===== src/hdl/isa_pkg.sv =====
package isa_pkg;

	// Opcode class in the top nibble of the instruction byte
	typedef enum logic [3:0] {
		CLS_LDA_IMM = 4'd1,   // A <= next byte
		CLS_LDB_IMM = 4'd2,   // B <= next byte
		CLS_STA_DIR = 4'd3,   // mem[next byte] <= A
		CLS_STB_DIR = 4'd4,   // mem[next byte] <= B
		CLS_ALU     = 4'd5,   // A <= A op B, flags updated
		CLS_BRANCH  = 4'd6    // PC <= next byte when condition holds
	} instr_class_e;

	// ALU function codes as the datapath ALU decodes them
	typedef enum logic [2:0] {
		ALU_ADD = 3'b000,
		ALU_AND = 3'b100,
		ALU_OR  = 3'b101,
		ALU_XOR = 3'b110
	} alu_sel_e;

	// Flag index used by conditional branches
	typedef enum logic [1:0] {
		FLAG_C = 2'd0,
		FLAG_V = 2'd1,
		FLAG_Z = 2'd2,
		FLAG_N = 2'd3
	} flag_sel_e;

	// Condition code register, MSB first
	typedef struct packed {
		logic n;   // Negative
		logic z;   // Zero
		logic v;   // Overflow
		logic c;   // Carry
	} ccr_t;

	// Low nibble of an ALU instruction
	typedef struct packed {
		instr_class_e cls;
		logic         rsvd;      // Must be 0
		alu_sel_e     alu_sel;
	} alu_view_t;

	// Low nibble of a branch instruction
	typedef struct packed {
		instr_class_e cls;
		logic         uncond;    // Branch regardless of flags
		flag_sel_e    flag_sel;
		logic         polarity;  // 1 branches on flag set
	} branch_view_t;

	// One instruction byte, read either way
	typedef union packed {
		alu_view_t    alu;
		branch_view_t br;
	} instr_u;

endpackage

===== src/hdl/ctrl_pkg.sv =====
package ctrl_pkg;

	typedef logic [2:0] step_t;       // Step within one instruction
	typedef logic [2:0] exec_len_t;   // Execute steps, 0 to 4

	// Fixed steps shared by every instruction
	localparam step_t STEP_FETCH0 = 3'd0;   // PC to MAR
	localparam step_t STEP_FETCH1 = 3'd1;   // Opcode into IR
	localparam step_t STEP_FETCH2 = 3'd2;   // PC + 1
	localparam step_t STEP_DECODE = 3'd3;
	localparam step_t STEP_EXEC0  = 3'd4;   // First execute step

	localparam int MAX_EXEC_LEN = 4;

	// Execute length per instruction kind
	localparam exec_len_t EXEC_LEN_IMM      = 3'd3;
	localparam exec_len_t EXEC_LEN_STORE    = 3'd4;
	localparam exec_len_t EXEC_LEN_ALU      = 3'd1;
	localparam exec_len_t EXEC_LEN_BR_TAKEN = 3'd3;
	localparam exec_len_t EXEC_LEN_BR_SKIP  = 3'd1;
	localparam exec_len_t EXEC_LEN_NONE     = 3'd0;   // Illegal opcode

	typedef enum logic [1:0] {
		BUS1_PC = 2'd0,
		BUS1_A  = 2'd1,
		BUS1_B  = 2'd2
	} bus1_sel_e;

	typedef enum logic [1:0] {
		BUS2_ALU  = 2'd0,
		BUS2_BUS1 = 2'd1,
		BUS2_MEM  = 2'd2
	} bus2_sel_e;

	// Strobes to the datapath for one cycle
	typedef struct packed {
		logic               ir_load;
		logic               mar_load;
		logic               pc_load;
		logic               pc_inc;
		logic               a_load;
		logic               b_load;
		logic               ccr_load;
		logic               write;      // Memory write strobe
		isa_pkg::alu_sel_e  alu_sel;
		bus1_sel_e          bus1_sel;
		bus2_sel_e          bus2_sel;
	} ctrl_word_t;

	typedef struct packed {
		isa_pkg::instr_class_e cls;
		logic                  legal;
		isa_pkg::alu_sel_e     alu_sel;
		logic                  taken;     // Branch condition met
		exec_len_t             exec_len;
	} decoded_t;

endpackage


===== src/hdl/control_unit.sv =====
`timescale 1ns/1ps

module control_unit (
	input  logic                  clk,
	input  logic                  reset,
	input  isa_pkg::instr_u       instr,   // IR contents from the datapath
	input  isa_pkg::ccr_t         ccr,
	output ctrl_pkg::ctrl_word_t  ctrl
);

	import ctrl_pkg::*;

	decoded_t dec;
	step_t    step;

	instr_decoder u_decoder (
		.instr (instr),
		.ccr   (ccr),
		.dec   (dec)
	);

	step_sequencer u_sequencer (
		.clk      (clk),
		.reset    (reset),
		.exec_len (dec.exec_len),
		.step     (step)
	);

	// Output word is combinational from step and decode
	control_word_gen u_word_gen (
		.step (step),
		.dec  (dec),
		.ctrl (ctrl)
	);

endmodule


===== src/hdl/control_word_gen.sv =====
`timescale 1ns/1ps

module control_word_gen (
	input  ctrl_pkg::step_t     step,
	input  ctrl_pkg::decoded_t  dec,
	output ctrl_pkg::ctrl_word_t ctrl
);

	import isa_pkg::*;
	import ctrl_pkg::*;

	step_t exec_step;   // Index within the execute phase

	assign exec_step = step - STEP_EXEC0;

	// Put PC on bus1 and route it into MAR
	function automatic ctrl_word_t pc_to_mar();
		ctrl_word_t w;
		w          = '0;
		w.mar_load = 1'b1;
		w.bus1_sel = BUS1_PC;
		w.bus2_sel = BUS2_BUS1;
		return w;
	endfunction

	always_comb
	begin
		ctrl = '0;
		case (step)
			STEP_FETCH0: ctrl = pc_to_mar();
			STEP_FETCH1:
			begin
				ctrl.ir_load  = 1'b1;   // Opcode from memory
				ctrl.bus2_sel = BUS2_MEM;
			end
			STEP_FETCH2: ctrl.pc_inc = 1'b1;
			STEP_DECODE: ;   // Decoder settles, nothing driven
			default:
			begin
				if (dec.legal)
				begin
					case (dec.cls)
						CLS_LDA_IMM, CLS_LDB_IMM:
						begin
							case (exec_step)
								3'd0: ctrl = pc_to_mar();
								3'd1: ctrl.pc_inc = 1'b1;
								3'd2:
								begin
									if (dec.cls == CLS_LDA_IMM)
										ctrl.a_load = 1'b1;
									else
										ctrl.b_load = 1'b1;
									ctrl.bus2_sel = BUS2_MEM;   // Operand byte
								end
								default: ;
							endcase
						end
						CLS_STA_DIR, CLS_STB_DIR:
						begin
							case (exec_step)
								3'd0: ctrl = pc_to_mar();
								3'd1: ctrl.pc_inc = 1'b1;
								3'd2:
								begin
									ctrl.mar_load = 1'b1;   // Target address from memory
									ctrl.bus2_sel = BUS2_MEM;
								end
								3'd3:
								begin
									ctrl.write = 1'b1;
									if (dec.cls == CLS_STA_DIR)
										ctrl.bus1_sel = BUS1_A;
									else
										ctrl.bus1_sel = BUS1_B;
									ctrl.bus2_sel = BUS2_BUS1;
								end
								default: ;
							endcase
						end
						CLS_ALU:
						begin
							if (exec_step == 3'd0)
							begin
								ctrl.a_load   = 1'b1;
								ctrl.ccr_load = 1'b1;
								ctrl.alu_sel  = dec.alu_sel;
								ctrl.bus1_sel = BUS1_B;   // Second operand
								ctrl.bus2_sel = BUS2_ALU;
							end
						end
						CLS_BRANCH:
						begin
							if (dec.taken)
							begin
								case (exec_step)
									3'd0: ctrl = pc_to_mar();
									3'd1: ctrl.bus2_sel = BUS2_MEM;   // Memory access wait
									3'd2:
									begin
										ctrl.pc_load  = 1'b1;   // Jump target
										ctrl.bus2_sel = BUS2_MEM;
									end
									default: ;
								endcase
							end
							else if (exec_step == 3'd0)
								ctrl.pc_inc = 1'b1;   // Step over target byte
						end
						default: ;
					endcase
				end
			end
		endcase
	end

	// Memory is written only from A or B, never while a register loads
	a_write_excl: assert final (!(ctrl.write && (ctrl.ir_load || ctrl.mar_load ||
		ctrl.pc_load || ctrl.a_load || ctrl.b_load || ctrl.ccr_load)));

endmodule


===== src/hdl/step_sequencer.sv =====
`timescale 1ns/1ps

module step_sequencer (
	input  logic                 clk,
	input  logic                 reset,
	input  ctrl_pkg::exec_len_t  exec_len,
	output ctrl_pkg::step_t      step
);

	import ctrl_pkg::*;

	step_t last_step;   // Final step of the current instruction

	// Fetch steps never reach last_step, so exec_len only matters from decode on
	assign last_step = STEP_DECODE + exec_len;

	always_ff @(posedge clk or negedge reset)
	begin
		if (!reset)
			step <= STEP_FETCH0;
		else if (step >= last_step)
			step <= STEP_FETCH0;   // End of instruction
		else
			step <= step + step_t'(1);
	end

	// Counter never runs past the last step of the current instruction
	a_step_range: assert property (
		@(posedge clk) disable iff (!reset)
		step <= last_step
	);

	// Any backwards move of the counter is a return to fetch
	a_wrap_to_fetch: assert property (
		@(posedge clk) disable iff (!reset)
		(step < $past(step)) |-> (step == STEP_FETCH0)
	);

endmodule


===== src/hdl/instr_decoder.sv =====
`timescale 1ns/1ps

module instr_decoder (
	input  isa_pkg::instr_u     instr,
	input  isa_pkg::ccr_t       ccr,
	output ctrl_pkg::decoded_t  dec
);

	import isa_pkg::*;
	import ctrl_pkg::*;

	logic sel_flag;      // Flag picked by the branch view
	logic alu_code_ok;

	// Flag multiplexer for conditional branches
	always_comb
	begin
		case (instr.br.flag_sel)
			FLAG_N:  sel_flag = ccr.n;
			FLAG_Z:  sel_flag = ccr.z;
			FLAG_V:  sel_flag = ccr.v;
			default: sel_flag = ccr.c;
		endcase
	end

	// Only four of the eight ALU codes exist
	always_comb
	begin
		case (instr.alu.alu_sel)
			ALU_ADD, ALU_AND, ALU_OR, ALU_XOR: alu_code_ok = 1'b1;
			default:                           alu_code_ok = 1'b0;
		endcase
	end

	always_comb
	begin
		dec.cls      = instr.alu.cls;
		dec.legal    = 1'b0;
		dec.alu_sel  = ALU_ADD;
		dec.taken    = 1'b0;
		dec.exec_len = EXEC_LEN_NONE;
		case (instr.alu.cls)
			CLS_LDA_IMM, CLS_LDB_IMM:
			begin
				dec.legal    = 1'b1;
				dec.exec_len = EXEC_LEN_IMM;
			end
			CLS_STA_DIR, CLS_STB_DIR:
			begin
				dec.legal    = 1'b1;
				dec.exec_len = EXEC_LEN_STORE;
			end
			CLS_ALU:
			begin
				if (!instr.alu.rsvd && alu_code_ok)
				begin
					dec.legal    = 1'b1;
					dec.alu_sel  = instr.alu.alu_sel;
					dec.exec_len = EXEC_LEN_ALU;
				end
			end
			CLS_BRANCH:
			begin
				dec.legal = 1'b1;
				dec.taken = instr.br.uncond || (sel_flag == instr.br.polarity);
				if (dec.taken)
					dec.exec_len = EXEC_LEN_BR_TAKEN;
				else
					dec.exec_len = EXEC_LEN_BR_SKIP;   // Skip the target byte
			end
			default: ;   // Unknown class, back to fetch after decode
		endcase
	end

	a_exec_len_max: assert final (dec.exec_len <= MAX_EXEC_LEN);

endmodule


===== config.mk =====
export PLATFORM = sky130hd
export DESIGN_NAME = control_unit
export DESIGN_NICKNAME = d
export VERILOG_FILES = /design/src/hdl/isa_pkg.sv /design/src/hdl/ctrl_pkg.sv /design/src/hdl/control_unit.sv /design/src/hdl/control_word_gen.sv /design/src/hdl/step_sequencer.sv /design/src/hdl/instr_decoder.sv
export SDC_FILE = /design/constraint.sdc
export NUM_CORES = 1
export LEC_CHECK = 0
export BUFFER_PORTS_ARGS = -buffer_cell sky130_fd_sc_hd__clkbuf_2
export CAP_MARGIN = 20
export CORE_MARGIN = 3
export CORE_UTILIZATION = 30
export CTS_BUF_LIST = sky130_fd_sc_hd__clkbuf_8 sky130_fd_sc_hd__clkbuf_16
export CTS_CLUSTER_SIZE = 14
export DETAILED_ROUTE_END_ITERATION = 7
export REMOVE_ABC_BUFFERS = 1
export SLEW_MARGIN = 0
export SYNTH_ARGS = -nofsm -noshare
export SYNTH_HDL_FRONTEND = slang
export SYNTH_SLANG_ARGS = --single-unit
export TNS_END_PERCENT = 50

===== constraint.sdc =====
create_clock -name clk -period 4.1 [get_ports clk]
set_input_delay 0.82 -clock clk [delete_from_list [all_inputs] [get_ports clk]]
set_output_delay 0.82 -clock clk [all_outputs]
set_load 0.05 [all_outputs]

==> metrics <==
Nets 155; yosys warns 0; Final WS setup 0.621 ns; clk_lat worst skew 0.21 ns; ys flop type dfrtp_1; vias per cell 5.39; CTS tree built; Internal Power 0.000233 W; Yosys cell types 38; number of flops mapped to enable cells by yosys 0; first-pass GRT wire length 3460 µm; Maximum Capacitance Violations 0; flop2flop setup slack 2.62 ns; floorplan core area 0.00230 mm²; # DRC 0; pin count of the biggest net entering global routing 13; Post-DP HPWL 1640 µm; Sw Pwr 0.000288 W; initial core utilization 33.1%; Vias 852; Largest register FFs 3; synthesized area per cell 7.46 µm²; TNS Setup 0 ns; FF+latch count, synth 3; crit share post-route 84.8%; per-cell routed wire length 12.7 µm; fin crit period 3.48 ns; CP endpoint kind output pin; final WL 2000 µm; die area 0.00318 mm²; GP Congestion 0.829; setup bufs post-CTS 0; Antenna diodes 0; Largest regs u_sequencer.step: 3 flops; area of the multi-input gates 641 µm²; number of standard cells in the final layout excluding fillers 158; clk sinks 3; DP Area 917 µm²; peak supply drop 369 µV; WS Path Type flip-flop to output pin; drt pass-1 iters 4; max-slew violation count 0; RSZ-0062 raised after global routing no; TritonCTS Buffers 3; Register Area 75.1 µm²; P&R area growth vs syn 26.5%; Setup-failing EPs final 0; post-synthesis sequential area ratio 9.87%; Global Route Usage Sum 13.2%; Setup crit start kind flip-flop; leakage power 0.465 nW; gr ovfl total 0; die width 56.4 µm; Post-CTS Hold Buffers 0; hold_ws 0.395 ns; Netlist Area Pre-Place 761 µm²; Syn Inst Count 102; Rows 17; htree depth 1; Clock Tree Buf Depth 2; commonest non-fill, non-tap cell in the layout clkbuf_2; Clk pwr share 15.6%; Iteration-0 DRC Markers 29; HP Class primary input to asynchronous set/reset pin; power density over the cells 542 mW/mm²; # resized after CTS 0; worst slew pin tran 0.581 ns; Biggest register u_sequencer.step; Comb pwr share 71.8%; clock input transition at the sequential cells of the worst setup and hold paths 0.03 ns; Achievable Freq 287 MHz; fillers 248; IO Count 29; placed insts 154; clock skew 0.000352 ns; initial antenna violation count 0; root buffer cell clkbuf_8; PortBufs 28; Die Ht 56.4 µm; share of cells above drive strength 1 29.2%; commonest non-fill, non-tap cells in the layout clkbuf_2 (28), nor2_1 (10), ha_1 (10); Hold Violations, Final 0; peak fanout along the critical path 9; async set-reset flop share out of synthesis 100%; critical path required time 3.28 ns; sw frac 55.3%; CP arrival 2.66 ns; Slew HR 61.0%; Setup WS pre-CTS 0.832 ns; status completed; final instance area 962 µm²; Post-DRT Antenna Nets 0; Flop pwr share 12.6%; vias in the first global route 794
[layer usage]
layer / vias to the layer above / track usage (%) / wire length (µm)
met2: 29 / 20.2 / 860
li1: 434 / - / -
met3: 2 / 2.76 / 161
met4: 0 / 4.07 / 14
met5: - / 0 / 0
met1: 387 / 18.2 / 965
[cell families after synthesis]
family | count (synthesis) | synth area share [%]
XOR/XNOR | 1 | 1.15
buffers and inverters | 11 | 5.92
multiplexers | 4 | 5.26
adder cells (fa/ha/maj) | 11 | 17.8
AND/OR/NAND/NOR | 49 | 36.2
flip-flops | 3 | 9.87
AO/OA/AOI/OAI | 23 | 23.8
[cell type report]
type | instances | area share [%]
clock inverter | 1 | 0.390
sequential | 3 | 7.80
multi-input combinational | 88 | 66.6
timing repair buffer | 28 | 14.6
clock buffer | 3 | 4.29
tap | 28 | 3.64
inverter | 7 | 2.73
[worst paths after layout]
check,start,endpoint,depth (start not counted)
min in group clk,u_sequencer.step[0]$_DFF_PN0_,u_sequencer.step[0]$_DFF_PN0_,1
min reg2reg,u_sequencer.step[0]$_DFF_PN0_,u_sequencer.step[0]$_DFF_PN0_,1
min,reset,u_sequencer.step[1]$_DFF_PN0_,1
max reg2reg,u_sequencer.step[0]$_DFF_PN0_,u_sequencer.step[0]$_DFF_PN0_,6
max in group asynchronous,reset,u_sequencer.step[0]$_DFF_PN0_,1
max,u_sequencer.step[0]$_DFF_PN0_,ctrl[1],8
[synthesized netlist by cell type, types with 3 or more instances]
cell,count,area (µm²)
buf_2,3,15.0
nand3_1,4,20.0
nand4_1,4,25.0
a21oi_1,6,30.0
dfrtp_1,3,75.1
mux2i_1,4,40.0
ha_1,10,125
o21ai_0,3,15.0
nor2b_1,5,31.3
inv_1,7,26.3
nand2_1,7,26.3
and2_1,3,18.8
nor3_1,3,15.0
nor2_1,10,37.5
[power by group through the flow]
stage                     Combinational (W)  Sequential, W  Clock (W)
after floorplan                    0.000294      0.0000598          0
after global routing               0.000418      0.0000683  0.0000903
after detailed placement           0.000374      0.0000665          0
after CTS                          0.000376      0.0000661  0.0000835
final                              0.000374      0.0000657  0.0000815
after global placement             0.000368      0.0000665          0
[worst max-delay path: stages (launching register included)]
cell	delay, ns
dfrtp_1	0.41
inv_1	0.11
ha_1	0.30
or3_4	0.37
a2111oi_4	0.46
o21ai_2	0.21
nor3_2	0.19
a211o_1	0.12
clkbuf_2	0.27
[metrics by stage]
| stage | power [W] | util [%] |
|---|---|---|
| 5_1_grt | 0.000576 | 41.9 |
| 4_1_cts | 0.000526 | 41.9 |
| 2_1_floorplan | 0.000354 | - |
| 6_report | 0.000521 | 41.9 |
| 3_3_place_gp | 0.000435 | 39.9 |
| 3_5_place_dp | 0.000441 | 39.9 |
Power figures use the tool's default switching activity.
